==> src/adam_cfg_pkg.sv <==
package adam_cfg_pkg;

    // ~~~~~~~~~~~~~~~~~~~~~~~~~~~~~~~~~~~~~~~~~~~~~~~~~~~~~~~~~~~
    // default widths
    // ~~~~~~~~~~~~~~~~~~~~~~~~~~~~~~~~~~~~~~~~~~~~~~~~~~~~~~~~~~~

    parameter int ADDR_WIDTH_DEF  = 32; // host address bus.
    parameter int DATA_WIDTH_DEF  = 32; // host data bus.
    parameter int GPIO_WIDTH_DEF  = 16; // pins in the bank.
    parameter int TIMER_WIDTH_DEF = 32; // counter and compare.

    // alternate function select per pin.
    parameter int FUNC_WIDTH = 2;

    // ~~~~~~~~~~~~~~~~~~~~~~~~~~~~~~~~~~~~~~~~~~~~~~~~~~~~~~~~~~~
    // axi response codes
    // ~~~~~~~~~~~~~~~~~~~~~~~~~~~~~~~~~~~~~~~~~~~~~~~~~~~~~~~~~~~

    typedef enum logic [1:0] {
        OKAY   = 2'b00,
        EXOKAY = 2'b01, // never issued, no exclusive access.
        SLVERR = 2'b10,
        DECERR = 2'b11
    } axi_resp_e;

endpackage

==> src/adam_regmap_pkg.sv <==
package adam_regmap_pkg;

    // register opcodes, one per mapped register.
    typedef enum logic [3:0] {
        NONE       = 4'd0, // unmapped.
        GPIO_OUT   = 4'd1,
        GPIO_MODE  = 4'd2,
        GPIO_OTYPE = 4'd3,
        GPIO_IN    = 4'd4, // read only.
        GPIO_FUNC  = 4'd5,
        TMR_CTRL   = 4'd6,
        TMR_CMP    = 4'd7,
        TMR_COUNT  = 4'd8, // read only.
        TMR_STATUS = 4'd9
    } reg_op_e;

    // ~~~~~~~~~~~~~~~~~~~~~~~~~~~~~~~~~~~~~~~~~~~~~~~~~~~~~~~~~~~
    // byte offsets, low address byte only
    // ~~~~~~~~~~~~~~~~~~~~~~~~~~~~~~~~~~~~~~~~~~~~~~~~~~~~~~~~~~~

    parameter logic [7:0] GPIO_OUT_OFF   = 8'h00;
    parameter logic [7:0] GPIO_MODE_OFF  = 8'h04;
    parameter logic [7:0] GPIO_OTYPE_OFF = 8'h08;
    parameter logic [7:0] GPIO_IN_OFF    = 8'h0C;
    parameter logic [7:0] GPIO_FUNC_OFF  = 8'h10;

    parameter logic [7:0] TMR_CTRL_OFF   = 8'h20; // bit 0 enables counting.
    parameter logic [7:0] TMR_CMP_OFF    = 8'h24;
    parameter logic [7:0] TMR_COUNT_OFF  = 8'h28;
    parameter logic [7:0] TMR_STATUS_OFF = 8'h2C; // bit 0 match, write one to clear.

endpackage

==> src/adam_bus_ctrl.sv <==
`timescale 1ns/100ps

module adam_bus_ctrl import adam_cfg_pkg::*, adam_regmap_pkg::*; #(
    parameter ADDR_WIDTH = ADDR_WIDTH_DEF,
    parameter DATA_WIDTH = DATA_WIDTH_DEF
) (
    input  logic clk,
    input  logic arst_n_i,

    input  logic pause_req_i,
    output logic pause_ack_o,

    input  logic [ADDR_WIDTH-1:0]   s_axil_aw_addr_i,
    input  logic [2:0]              s_axil_aw_prot_i,
    input  logic                    s_axil_aw_valid_i,
    output logic                    s_axil_aw_ready_o,
    input  logic [DATA_WIDTH-1:0]   s_axil_w_data_i,
    input  logic [DATA_WIDTH/8-1:0] s_axil_w_strb_i,
    input  logic                    s_axil_w_valid_i,
    output logic                    s_axil_w_ready_o,
    output axi_resp_e               s_axil_b_resp_o,
    output logic                    s_axil_b_valid_o,
    input  logic                    s_axil_b_ready_i,
    input  logic [ADDR_WIDTH-1:0]   s_axil_ar_addr_i,
    input  logic [2:0]              s_axil_ar_prot_i,
    input  logic                    s_axil_ar_valid_i,
    output logic                    s_axil_ar_ready_o,
    output logic [DATA_WIDTH-1:0]   s_axil_r_data_o,
    output axi_resp_e               s_axil_r_resp_o,
    output logic                    s_axil_r_valid_o,
    input  logic                    s_axil_r_ready_i,

    output logic                    reg_wr_o,
    output reg_op_e                 reg_op_o,
    output logic [DATA_WIDTH-1:0]   reg_wdata_o,
    output logic [DATA_WIDTH/8-1:0] reg_wstrb_o,
    output logic                    timer_run_o,
    input  logic [DATA_WIDTH-1:0]   gpio_rdata_i,
    input  logic [DATA_WIDTH-1:0]   tmr_rdata_i
);

    typedef enum logic [2:0] {
        IDLE, WR_ACCEPT, WR_RESP, RD_ACCEPT, RD_RESP, PAUSED
    } state_e;

    state_e                  state_q;
    state_e                  state_d;
    logic [7:0]              addr_q; // only the low byte is decoded.
    logic [DATA_WIDTH-1:0]   wdata_q;
    logic [DATA_WIDTH/8-1:0] wstrb_q;
    logic [DATA_WIDTH-1:0]   rdata_q;
    axi_resp_e               resp_q;
    logic                    wr_start;
    logic                    rd_start;
    logic                    wr_err;
    logic [DATA_WIDTH-1:0]   rdata_mux;

    assign wr_start = s_axil_aw_valid_i && s_axil_w_valid_i;
    assign rd_start = s_axil_ar_valid_i && !wr_start; // writes win ties.

    // ~~~~~~~~~~~~~~~~~~~~~~~~~~~~~~~~~~~~~~~~~~~~~~~~~~~~~~~~~~~
    // transaction FSM
    // ~~~~~~~~~~~~~~~~~~~~~~~~~~~~~~~~~~~~~~~~~~~~~~~~~~~~~~~~~~~

    always_comb begin
        state_d = state_q;
        case (state_q)
            IDLE: begin
                if (pause_req_i) state_d = PAUSED;
                else if (wr_start) state_d = WR_ACCEPT;
                else if (rd_start) state_d = RD_ACCEPT;
            end
            WR_ACCEPT: state_d = WR_RESP;
            WR_RESP:   if (s_axil_b_ready_i) state_d = IDLE;
            RD_ACCEPT: state_d = RD_RESP;
            RD_RESP:   if (s_axil_r_ready_i) state_d = IDLE;
            PAUSED:    if (!pause_req_i) state_d = IDLE;
            default:   state_d = IDLE;
        endcase
    end

    always_ff @(posedge clk or negedge arst_n_i) begin
        if (!arst_n_i) begin
            state_q <= IDLE;
        end else begin
            state_q <= state_d;
        end
    end

    always_ff @(posedge clk) begin
        if (state_q == IDLE && state_d == WR_ACCEPT) begin
            addr_q  <= s_axil_aw_addr_i[7:0];
            wdata_q <= s_axil_w_data_i;
            wstrb_q <= s_axil_w_strb_i;
        end else if (state_q == IDLE && state_d == RD_ACCEPT) begin
            addr_q <= s_axil_ar_addr_i[7:0];
        end
        if (state_q == WR_ACCEPT) begin
            resp_q <= wr_err ? SLVERR : OKAY;
        end
        if (state_q == RD_ACCEPT) begin
            resp_q  <= (reg_op_o == NONE) ? SLVERR : OKAY;
            rdata_q <= rdata_mux;
        end
    end

    // ~~~~~~~~~~~~~~~~~~~~~~~~~~~~~~~~~~~~~~~~~~~~~~~~~~~~~~~~~~~
    // decode and read mux
    // ~~~~~~~~~~~~~~~~~~~~~~~~~~~~~~~~~~~~~~~~~~~~~~~~~~~~~~~~~~~

    always_comb begin
        case (addr_q)
            GPIO_OUT_OFF:   reg_op_o = GPIO_OUT;
            GPIO_MODE_OFF:  reg_op_o = GPIO_MODE;
            GPIO_OTYPE_OFF: reg_op_o = GPIO_OTYPE;
            GPIO_IN_OFF:    reg_op_o = GPIO_IN;
            GPIO_FUNC_OFF:  reg_op_o = GPIO_FUNC;
            TMR_CTRL_OFF:   reg_op_o = TMR_CTRL;
            TMR_CMP_OFF:    reg_op_o = TMR_CMP;
            TMR_COUNT_OFF:  reg_op_o = TMR_COUNT;
            TMR_STATUS_OFF: reg_op_o = TMR_STATUS;
            default:        reg_op_o = NONE;
        endcase
    end

    assign wr_err = (reg_op_o == NONE) || (reg_op_o == GPIO_IN) || (reg_op_o == TMR_COUNT);

    always_comb begin
        case (reg_op_o)
            GPIO_OUT, GPIO_MODE, GPIO_OTYPE, GPIO_IN, GPIO_FUNC: rdata_mux = gpio_rdata_i;
            TMR_CTRL, TMR_CMP, TMR_COUNT, TMR_STATUS:            rdata_mux = tmr_rdata_i;
            default:                                             rdata_mux = '0;
        endcase
    end

    assign s_axil_aw_ready_o = (state_q == WR_ACCEPT);
    assign s_axil_w_ready_o  = (state_q == WR_ACCEPT);
    assign s_axil_b_valid_o  = (state_q == WR_RESP);
    assign s_axil_b_resp_o   = resp_q;
    assign s_axil_ar_ready_o = (state_q == RD_ACCEPT);
    assign s_axil_r_valid_o  = (state_q == RD_RESP);
    assign s_axil_r_data_o   = rdata_q;
    assign s_axil_r_resp_o   = resp_q;

    assign reg_wr_o    = (state_q == WR_ACCEPT) && !wr_err; // no strobe on SLVERR.
    assign reg_wdata_o = wdata_q;
    assign reg_wstrb_o = wstrb_q;
    assign pause_ack_o = (state_q == PAUSED);
    assign timer_run_o = (state_q != PAUSED);

    a_one_resp: assert property (@(posedge clk) disable iff (!arst_n_i)
        !(s_axil_b_valid_o && s_axil_r_valid_o));

    a_no_wr_paused: assert property (@(posedge clk) disable iff (!arst_n_i)
        pause_ack_o |-> !reg_wr_o);

endmodule

==> src/adam_gpio.sv <==
`timescale 1ns/100ps

module adam_gpio import adam_cfg_pkg::*, adam_regmap_pkg::*; #(
    parameter DATA_WIDTH = DATA_WIDTH_DEF,
    parameter GPIO_WIDTH = GPIO_WIDTH_DEF
) (
    input  logic clk,
    input  logic arst_n_i,

    input  logic                    reg_wr_i,
    input  reg_op_e                 reg_op_i,
    input  logic [DATA_WIDTH-1:0]   reg_wdata_i,
    input  logic [DATA_WIDTH/8-1:0] reg_wstrb_i,
    output logic [DATA_WIDTH-1:0]   gpio_rdata_o,

    input  logic [GPIO_WIDTH-1:0]            gpio_i,
    output logic [GPIO_WIDTH-1:0]            gpio_o,
    output logic [GPIO_WIDTH-1:0]            gpio_mode_o,
    output logic [GPIO_WIDTH-1:0]            gpio_otype_o,
    output logic [FUNC_WIDTH*GPIO_WIDTH-1:0] gpio_func_o
);

    localparam FUNC_BITS = FUNC_WIDTH*GPIO_WIDTH;

    logic [DATA_WIDTH-1:0] wmask;
    logic [GPIO_WIDTH-1:0] out_q;
    logic [GPIO_WIDTH-1:0] mode_q;
    logic [GPIO_WIDTH-1:0] otype_q;
    logic [FUNC_BITS-1:0]  func_q;
    logic [GPIO_WIDTH-1:0] in_meta_q;
    logic [GPIO_WIDTH-1:0] in_sync_q;

    if (GPIO_WIDTH > 16) begin : g_width_check
        $error("adam_gpio supports at most 16 pins.");
    end

    // new register value with only the strobed bytes replaced.
    function automatic logic [DATA_WIDTH-1:0] merge(input logic [DATA_WIDTH-1:0] old_v);
        return (old_v & ~wmask) | (reg_wdata_i & wmask);
    endfunction

    for (genvar b = 0; b < DATA_WIDTH/8; b++) begin : g_mask
        assign wmask[b*8 +: 8] = {8{reg_wstrb_i[b]}};
    end

    always_ff @(posedge clk or negedge arst_n_i) begin
        if (!arst_n_i) begin
            out_q   <= '0;
            mode_q  <= '0;
            otype_q <= '0;
            func_q  <= '0;
        end else if (reg_wr_i) begin
            case (reg_op_i)
                GPIO_OUT:   out_q   <= GPIO_WIDTH'(merge(DATA_WIDTH'(out_q)));
                GPIO_MODE:  mode_q  <= GPIO_WIDTH'(merge(DATA_WIDTH'(mode_q)));
                GPIO_OTYPE: otype_q <= GPIO_WIDTH'(merge(DATA_WIDTH'(otype_q)));
                GPIO_FUNC:  func_q  <= FUNC_BITS'(merge(DATA_WIDTH'(func_q)));
                default: ; // timer opcodes.
            endcase
        end
    end

    // two-flop synchronizer for the pad inputs.
    always_ff @(posedge clk or negedge arst_n_i) begin
        if (!arst_n_i) begin
            in_meta_q <= '0;
            in_sync_q <= '0;
        end else begin
            in_meta_q <= gpio_i;
            in_sync_q <= in_meta_q;
        end
    end

    always_comb begin
        case (reg_op_i)
            GPIO_OUT:   gpio_rdata_o = DATA_WIDTH'(out_q);
            GPIO_MODE:  gpio_rdata_o = DATA_WIDTH'(mode_q);
            GPIO_OTYPE: gpio_rdata_o = DATA_WIDTH'(otype_q);
            GPIO_IN:    gpio_rdata_o = DATA_WIDTH'(in_sync_q);
            GPIO_FUNC:  gpio_rdata_o = DATA_WIDTH'(func_q);
            default:    gpio_rdata_o = '0;
        endcase
    end

    assign gpio_o       = out_q;
    assign gpio_mode_o  = mode_q;
    assign gpio_otype_o = otype_q;
    assign gpio_func_o  = func_q;

    a_in_read_only: assert property (@(posedge clk) disable iff (!arst_n_i)
        reg_wr_i |-> reg_op_i != GPIO_IN);

endmodule

==> src/adam_timer.sv <==
`timescale 1ns/100ps

module adam_timer import adam_cfg_pkg::*, adam_regmap_pkg::*; #(
    parameter DATA_WIDTH  = DATA_WIDTH_DEF,
    parameter TIMER_WIDTH = TIMER_WIDTH_DEF
) (
    input  logic clk,
    input  logic arst_n_i,

    input  logic                    reg_wr_i,
    input  reg_op_e                 reg_op_i,
    input  logic [DATA_WIDTH-1:0]   reg_wdata_i,
    input  logic [DATA_WIDTH/8-1:0] reg_wstrb_i,
    input  logic                    timer_run_i,
    output logic [DATA_WIDTH-1:0]   tmr_rdata_o,
    output logic                    timer_irq_o
);

    logic [DATA_WIDTH-1:0]  wmask;
    logic                   enable_q;
    logic                   match_q;
    logic [TIMER_WIDTH-1:0] cmp_q;
    logic [TIMER_WIDTH-1:0] count_q;
    logic                   hit;
    logic                   clear;

    for (genvar b = 0; b < DATA_WIDTH/8; b++) begin : g_mask
        assign wmask[b*8 +: 8] = {8{reg_wstrb_i[b]}};
    end

    assign hit   = timer_run_i && enable_q && (count_q == cmp_q);
    assign clear = reg_wr_i && (reg_op_i == TMR_STATUS) && reg_wstrb_i[0] && reg_wdata_i[0];

    always_ff @(posedge clk or negedge arst_n_i) begin
        if (!arst_n_i) begin
            enable_q <= 1'b0;
            cmp_q    <= '0;
            count_q  <= '0;
            match_q  <= 1'b0;
        end else begin
            if (reg_wr_i && reg_op_i == TMR_CTRL && reg_wstrb_i[0]) begin
                enable_q <= reg_wdata_i[0];
            end
            if (reg_wr_i && reg_op_i == TMR_CMP) begin
                cmp_q <= TIMER_WIDTH'((DATA_WIDTH'(cmp_q) & ~wmask) | (reg_wdata_i & wmask));
            end
            if (timer_run_i && enable_q) begin
                count_q <= hit ? '0 : count_q + 1'b1; // wrap on compare.
            end
            if (hit) match_q <= 1'b1; // match beats a same-cycle clear.
            else if (clear) match_q <= 1'b0;
        end
    end

    always_comb begin
        case (reg_op_i)
            TMR_CTRL:   tmr_rdata_o = DATA_WIDTH'(enable_q);
            TMR_CMP:    tmr_rdata_o = DATA_WIDTH'(cmp_q);
            TMR_COUNT:  tmr_rdata_o = DATA_WIDTH'(count_q);
            TMR_STATUS: tmr_rdata_o = DATA_WIDTH'(match_q);
            default:    tmr_rdata_o = '0;
        endcase
    end

    assign timer_irq_o = match_q;

endmodule

==> src/adam_synth.sv <==
`timescale 1ns/100ps

module adam_synth import adam_cfg_pkg::*, adam_regmap_pkg::*; #(
    parameter ADDR_WIDTH  = ADDR_WIDTH_DEF,
    parameter DATA_WIDTH  = DATA_WIDTH_DEF,
    parameter GPIO_WIDTH  = GPIO_WIDTH_DEF,
    parameter TIMER_WIDTH = TIMER_WIDTH_DEF
) (
    input  logic clk,
    input  logic arst_n_i,

    input  logic pause_req_i,
    output logic pause_ack_o,

    input  logic [ADDR_WIDTH-1:0]   s_axil_aw_addr_i,
    input  logic [2:0]              s_axil_aw_prot_i,
    input  logic                    s_axil_aw_valid_i,
    output logic                    s_axil_aw_ready_o,
    input  logic [DATA_WIDTH-1:0]   s_axil_w_data_i,
    input  logic [DATA_WIDTH/8-1:0] s_axil_w_strb_i,
    input  logic                    s_axil_w_valid_i,
    output logic                    s_axil_w_ready_o,
    output logic [1:0]              s_axil_b_resp_o,
    output logic                    s_axil_b_valid_o,
    input  logic                    s_axil_b_ready_i,
    input  logic [ADDR_WIDTH-1:0]   s_axil_ar_addr_i,
    input  logic [2:0]              s_axil_ar_prot_i,
    input  logic                    s_axil_ar_valid_i,
    output logic                    s_axil_ar_ready_o,
    output logic [DATA_WIDTH-1:0]   s_axil_r_data_o,
    output logic [1:0]              s_axil_r_resp_o,
    output logic                    s_axil_r_valid_o,
    input  logic                    s_axil_r_ready_i,

    input  logic [GPIO_WIDTH-1:0]            gpio_i,
    output logic [GPIO_WIDTH-1:0]            gpio_o,
    output logic [GPIO_WIDTH-1:0]            gpio_mode_o,
    output logic [GPIO_WIDTH-1:0]            gpio_otype_o,
    output logic [FUNC_WIDTH*GPIO_WIDTH-1:0] gpio_func_o,

    output logic timer_irq_o
);

    logic                    reg_wr;
    reg_op_e                 reg_op;
    logic [DATA_WIDTH-1:0]   reg_wdata;
    logic [DATA_WIDTH/8-1:0] reg_wstrb;
    logic                    timer_run;
    logic [DATA_WIDTH-1:0]   gpio_rdata;
    logic [DATA_WIDTH-1:0]   tmr_rdata;

    adam_bus_ctrl #(
        .ADDR_WIDTH (ADDR_WIDTH),
        .DATA_WIDTH (DATA_WIDTH)
    ) adam_bus_ctrl_i (
        .clk      (clk),
        .arst_n_i (arst_n_i),

        .pause_req_i (pause_req_i),
        .pause_ack_o (pause_ack_o),

        .s_axil_aw_addr_i  (s_axil_aw_addr_i),
        .s_axil_aw_prot_i  (s_axil_aw_prot_i),
        .s_axil_aw_valid_i (s_axil_aw_valid_i),
        .s_axil_aw_ready_o (s_axil_aw_ready_o),
        .s_axil_w_data_i   (s_axil_w_data_i),
        .s_axil_w_strb_i   (s_axil_w_strb_i),
        .s_axil_w_valid_i  (s_axil_w_valid_i),
        .s_axil_w_ready_o  (s_axil_w_ready_o),
        .s_axil_b_resp_o   (s_axil_b_resp_o),
        .s_axil_b_valid_o  (s_axil_b_valid_o),
        .s_axil_b_ready_i  (s_axil_b_ready_i),
        .s_axil_ar_addr_i  (s_axil_ar_addr_i),
        .s_axil_ar_prot_i  (s_axil_ar_prot_i),
        .s_axil_ar_valid_i (s_axil_ar_valid_i),
        .s_axil_ar_ready_o (s_axil_ar_ready_o),
        .s_axil_r_data_o   (s_axil_r_data_o),
        .s_axil_r_resp_o   (s_axil_r_resp_o),
        .s_axil_r_valid_o  (s_axil_r_valid_o),
        .s_axil_r_ready_i  (s_axil_r_ready_i),

        .reg_wr_o     (reg_wr),
        .reg_op_o     (reg_op),
        .reg_wdata_o  (reg_wdata),
        .reg_wstrb_o  (reg_wstrb),
        .timer_run_o  (timer_run),
        .gpio_rdata_i (gpio_rdata),
        .tmr_rdata_i  (tmr_rdata)
    );

    adam_gpio #(
        .DATA_WIDTH (DATA_WIDTH),
        .GPIO_WIDTH (GPIO_WIDTH)
    ) adam_gpio_i (
        .clk          (clk),
        .arst_n_i     (arst_n_i),
        .reg_wr_i     (reg_wr),
        .reg_op_i     (reg_op),
        .reg_wdata_i  (reg_wdata),
        .reg_wstrb_i  (reg_wstrb),
        .gpio_rdata_o (gpio_rdata),
        .gpio_i       (gpio_i),
        .gpio_o       (gpio_o),
        .gpio_mode_o  (gpio_mode_o),
        .gpio_otype_o (gpio_otype_o),
        .gpio_func_o  (gpio_func_o)
    );

    adam_timer #(
        .DATA_WIDTH  (DATA_WIDTH),
        .TIMER_WIDTH (TIMER_WIDTH)
    ) adam_timer_i (
        .clk         (clk),
        .arst_n_i    (arst_n_i),
        .reg_wr_i    (reg_wr),
        .reg_op_i    (reg_op),
        .reg_wdata_i (reg_wdata),
        .reg_wstrb_i (reg_wstrb),
        .timer_run_i (timer_run),
        .tmr_rdata_o (tmr_rdata),
        .timer_irq_o (timer_irq_o)
    );

endmodule

==> config.mk <==
export PLATFORM = sky130hd
export DESIGN_NAME = adam_synth
export DESIGN_NICKNAME = d
export VERILOG_FILES = /design/src/adam_cfg_pkg.sv /design/src/adam_regmap_pkg.sv /design/src/adam_bus_ctrl.sv /design/src/adam_gpio.sv /design/src/adam_timer.sv /design/src/adam_synth.sv
export SDC_FILE = /design/constraint.sdc
export NUM_CORES = 1
export LEC_CHECK = 0
export BUFFER_PORTS_ARGS = -buffer_cell sky130_fd_sc_hd__clkbuf_2
export CAP_MARGIN = 20
export CORE_UTILIZATION = 40
export CTS_CLUSTER_DIAMETER = 60
export DETAILED_ROUTE_END_ITERATION = 12
export PLACE_DENSITY = 0.76
export SETUP_SLACK_MARGIN = 0.4
export SLEW_MARGIN = 40
export SYNTH_ARGS = -nofsm -noshare
export SYNTH_HDL_FRONTEND = slang
export SYNTH_SLANG_ARGS = --single-unit
==> constraint.sdc <==
create_clock -name clk -period 3.3 [get_ports clk]
set_input_delay 0.33 -clock clk [delete_from_list [all_inputs] [get_ports clk]]
set_output_delay 0.33 -clock clk [all_outputs]
set_load 0.05 [all_outputs]
# Word-level counts from Yosys, hierarchy flattened

Cells that the tools add are included.

Bits in registers: 259
Bits of input ports: 130
Output and inout port bits: 123

$add $sub $neg: 1
Muxes and demuxes: 20
Reduce and logical (&&, ||, !) cells: 29
Equality and inequality tests: 26
Bitwise gates (word level): 12

Operators with widths:

| kind                    | number |
|---|---|
| $pmux W32 S5            | 1 |
| $pmux W32 S4            | 1 |
| $and A32 B32 Y32        | 3 |
| $or A32 B32 Y32         | 2 |
| $pmux W32 S2            | 1 |
| $and A16 B16 Y16        | 3 |
| $or A16 B16 Y16         | 3 |
| $pmux W4 S9             | 1 |
| $add A32 B1 Y32 const B | 1 |
| $eq A32 B32 Y1          | 1 |
| $eq A8 B6 Y1 const B    | 4 |
| $mux W32                | 1 |
| $not A32 Y32            | 1 |
| $mux W3                 | 6 |
| $pmux W3 S6             | 1 |
| $eq A4 B3 Y1 const B    | 4 |
| $eq A8 B4 Y1 const B    | 2 |
| $mux W8                 | 2 |
| $logic_and A1 B1 Y1     | 13 |
| $eq A3 B2 Y1 const B    | 3 |
| $eq A4 B2 Y1 const B    | 2 |
| $eq A4 B4 Y1 const B    | 2 |
| $eq A8 B3 Y1 const B    | 1 |
| $eq A8 B5 Y1 const B    | 1 |
| 15 further kinds        | 28 |

# Longest topological paths before layout

Word-level depth: 12
Gate-level depth with buffers: 8
Gate-level depth less buffers: 6

# By module

From an unflattened synthesis, not the netlist that was laid out.

Cell total of the unflattened synthesis: 853
Area, all modules: 11663.7 um^2

By module, submodules not included:

| module        | cells an instance | instances | area an instance (um^2) |
|---|---|---|---|
| adam_gpio     | 321               | 1         | 4673.2 |
| adam_timer    | 350               | 1         | 3759.9 |
| adam_bus_ctrl | 182               | 1         | 3230.6 |

# Least setup slack after synthesis

Ideal clock, no wire load.

Kind: register to register
From: register adam_bus_ctrl_i.state_q[2]
To: register adam_bus_ctrl_i.addr_q[0] (data pin)
Buffers on the path: 1
Required time: 3.039 ns
Setup time: 0.261 ns
Arrival: 3.068 ns
Setup slack: -0.029 ns
Clock period less this slack: 3.329 ns
Stages on the path, launching flop included: 6
Cell sequence: dfrtp_1 clkbuf_1 nor2_1 nand2_1 nor2_1 mux2_2

Word-level cells in the longest chain between the ends: 7
Elaborated cells between the ends (all ways): 16
Those cells by class: eq/ne (6); mux (8); reduce/logical (2)

RTL lines:

| item                     | RTL line            | RTL |
|---|---|---|
| start: declaration       | adam_bus_ctrl.sv:46 | `state_e state_q;` |
| start signal: assignment | adam_bus_ctrl.sv:86 | `state_q <= state_d;` |
| $mux W3                  | adam_bus_ctrl.sv:71 | `else if (rd_start) state_d = RD_ACCEPT;` |
| $mux W3                  | adam_bus_ctrl.sv:70 | `else if (wr_start) state_d = WR_ACCEPT;` |
| $mux W3                  | adam_bus_ctrl.sv:69 | `if (pause_req_i) state_d = PAUSED;` |
| $pmux W3 S6              | adam_bus_ctrl.sv:67 | `case (state_q)` |
| $eq A3 B1 Y1             | adam_bus_ctrl.sv:91 | `if (state_q == IDLE && state_d == WR_ACCEPT) begin` |
| $logic_and A1 B1 Y1 *    | adam_bus_ctrl.sv:91 |  |
| $mux W8 *                | adam_bus_ctrl.sv:91 |  |
| end signal: assignment   | adam_bus_ctrl.sv:92 | `addr_q <= s_axil_aw_addr_i[7:0];` |
| end signal: assignment   | adam_bus_ctrl.sv:96 | `addr_q <= s_axil_ar_addr_i[7:0];` |
| end: declaration         | adam_bus_ctrl.sv:48 | `logic [7:0] addr_q;` |

Every way passes the cells marked *; elsewhere a longest branch is shown, timed or not.
A chain may end at the register's enable or synchronous reset.

==> metrics <==
status=finished clean; GR Overflow Total=0; number of synthesized flops with an enable pin=77; fin. max-slew vios=0; Hold Path Sink=adam_bus_ctrl_i.addr_q[0]; dpl ws=0.510 ns; first-pass GRT wire length=44400 um; area grow syn2layout=26.8%; Core Box Area=0.0270 sq mm; TritonCTS Buffers=28; setup bufs post-CTS=0; DP HPWL=19800 um; drt pass-1 iters=8; ys async rst share=0.702; relative slew slack=0.524; PwrDens=573 mW/mm^2; GP Congestion=0.825; Final Hold Viols=0; fin crit period=2.77 ns; Mapped Cells=817; final non-filler cell total=1434; CP Cell Sequence=or4_1 -> nor4_2 -> and3_1 -> mux2_2; Hold/Removal Path Class=input pin to register; Power, Total=7980 uW; CP Launch Type=register; all-layer global routing usage=0.203; n_diodes=0; Worst EP arrival=3.19 ns; YS warnings=0; Cell Area, Synth=0.0110 sq mm; WHS Path Cells=2; Critical Path Sink Type=register; pin count of the biggest net entering global routing=79; peak supply drop=0.000441 V; clk_skew=0.0128 ns; placed cells=1329; leak pwr=0.00669 uW; chip width=168 um; max-cap violations=0; Cell Rows=60; clk buf depth=3; R2R depth=4; reg2reg start=adam_bus_ctrl_i.addr_q[7]; Slowest-stage cell, CP=or4_1; unrepaired setup endpoints after global routing=no; post-synthesis adder-cell area fraction=0.00114; DR vias/cell=5.35; Synth cell types=47; Final Setup Violations=0; complex-gate fraction of the synthesized area=0.0484; flops & latches, synth=258; initial core utilization=0.408; WS Path Type=register to register; final period utilization=0.840; largest family of logic cells by synthesized area=multiplexers; CP max stage delay=0.77 ns; vias in the first global route=7907; Synth Area in XOR/XNOR=0.0391; Worst Path Max Fanout=8; post-route setup slack=0.529 ns; top_reg_cell synth=dfrtp_1; initial antenna violation count=0; CTS root buf=clkbuf_16; nets@finish=1202; # DRC=0; die area=0.0281 sq mm; post-synthesis mux area share=0.158; WP data required=3.72 ns; Die Height=168 um; clk slew on worst S/H paths=0.06 ns; Sink Count=258; TritonCTS clock tree=done; fmax=361 MHz; Worst-Margin Slew=0.707 ns; Synth Area in Simple Gates=0.103; IO Pins=253; setup slack, reg-to-reg=0.53 ns; number of DRC markers in iteration 0=540; Post-DRT Antenna Nets=0; drt wl/cell=19.7 um; routed wire length=28200 um; Post-Syn Area per Cell=13.4 sq um; Skew-Pair Late Insertion Delay=0.54 ns; total vias in the final route=7668; Seq/Total Area, Yosys=0.623; Setup TNS=0 ns; IO Port Bufs=196; H-tree depth=1; share of cells above drive strength 1=0.398; hold path startpoint=s_axil_ar_addr_i[0]
==> cell type report <==
class	instances	area [sq um]
Multi-Input combinational cell	487	3880
Sequential cell	258	6840
Fill cell	2263	13000
Clock buffer	38	810
Tap cell	341	427
Inverter	23	86.3
Timing Repair Buffer	273	1710
Clock inverter	14	168
==> cell usage after synthesis, types with 2 or more instances <==
library cell / number / area [sq um]
mux2_2: 152 / 1710
nor3b_2: 2 / 25.0
a222oi_1: 32 / 320
buf_1: 4 / 15.0
nor2b_1: 2 / 12.5
nor3b_1: 2 / 15.0
and4_1: 7 / 61.3
nor3_1: 10 / 50.1
xor2_1: 35 / 307
nand3_2: 5 / 50.1
nand4_1: 13 / 81.3
buf_2: 7 / 35.0
xnor2_1: 14 / 123
nor4_1: 19 / 119
and3_1: 10 / 62.6
clkbuf_1: 35 / 131
dfrtp_1: 181 / 4530
nand2_1: 55 / 206
o21ai_0: 16 / 80.1
edfxtp_1: 77 / 2310
nand3_1: 30 / 150
and2_1: 8 / 50.1
buf_4: 4 / 30.0
a21oi_1: 14 / 70.1
or3_1: 6 / 37.5
inv_1: 22 / 82.6
mux2_1: 2 / 22.5
nor2_1: 34 / 128
==> cell usage in the layout, fill, tap and decap left out, types with 30 or more instances in the layout <==
cell type      netlist  layout
nand2_1             55      54
nor2_1              34      33
mux2_2             152     152
clkbuf_2             0     195
edfxtp_1            77      77
nand3_1             30      30
a222oi_1            32      32
dfrtp_1            181     181
xor2_1              35      35
dlygate4sd3_1        0      53
==> report_power, final <==
part	total (uW)	internal, uW	switching [uW]
combinational	1040	299	739
sequential	3690	3540	155
clock	3250	1960	1290
==> how the worst max path moves through the flow <==
stage / startpoint / end / slack, ns
after floorplan: adam_bus_ctrl_i.state_q[2] / register / 0.49
after CTS: adam_bus_ctrl_i.addr_q[7] / register / 0.51
after global routing: adam_bus_ctrl_i.addr_q[7] / register / 0.41
after detailed placement: adam_bus_ctrl_i.addr_q[7] / register / 0.51
final: adam_bus_ctrl_i.addr_q[7] / register / 0.53
after global placement: adam_bus_ctrl_i.addr_q[7] / register / 0.60
==> per-layer routing <==
| metal | routed length (um) | track usage | share of wire | vias up |
|---|---|---|---|---|
| met5 | 0 | 0 | 0 | - |
| met4 | 703 | 0.0654 | 0.025 | 0 |
| met3 | 1870 | 0.0343 | 0.066 | 47 |
| met2 | 14100 | 0.349 | 0.50 | 301 |
| met1 | 11600 | 0.260 | 0.41 | 3816 |
| li1 | - | - | - | 3504 |
==> cell families after synthesis <==
kind of cell | count (synthesis)
flops | 258
xor+xnor | 49
buf+inv | 73
simple gates | 211
compound gates | 70
fa+ha+maj | 1
other cells | 1
mux | 154
==> stage by stage <==
stage	hold WS (ns)	util	cell area, sq um
final	0.0985	0.517	13900
after CTS	0.0876	0.517	13900
after detailed placement	0.271	0.461	12400
after global placement	0.265	0.461	12400
after global routing	0.0896	0.517	13900
after floorplan	0.0344	-	11000
==> worst max-delay path, delay by kind of cell (launching register included) <==
| family | cells | cell delay (ns) |
|---|---|---|
| and+or+nand+nor | 3 | 1.87 |
| muxes | 1 | 0.40 |
| DFF | 1 | 0.38 |
==> repair_timing <==
item,in CTS,in global routing
hold buffers,53,0
hold endpoints to repair,88,0
setup endpoints to repair,0,2
resized for setup,0,1
No activity file was read; power rests on OpenSTA's default activity.
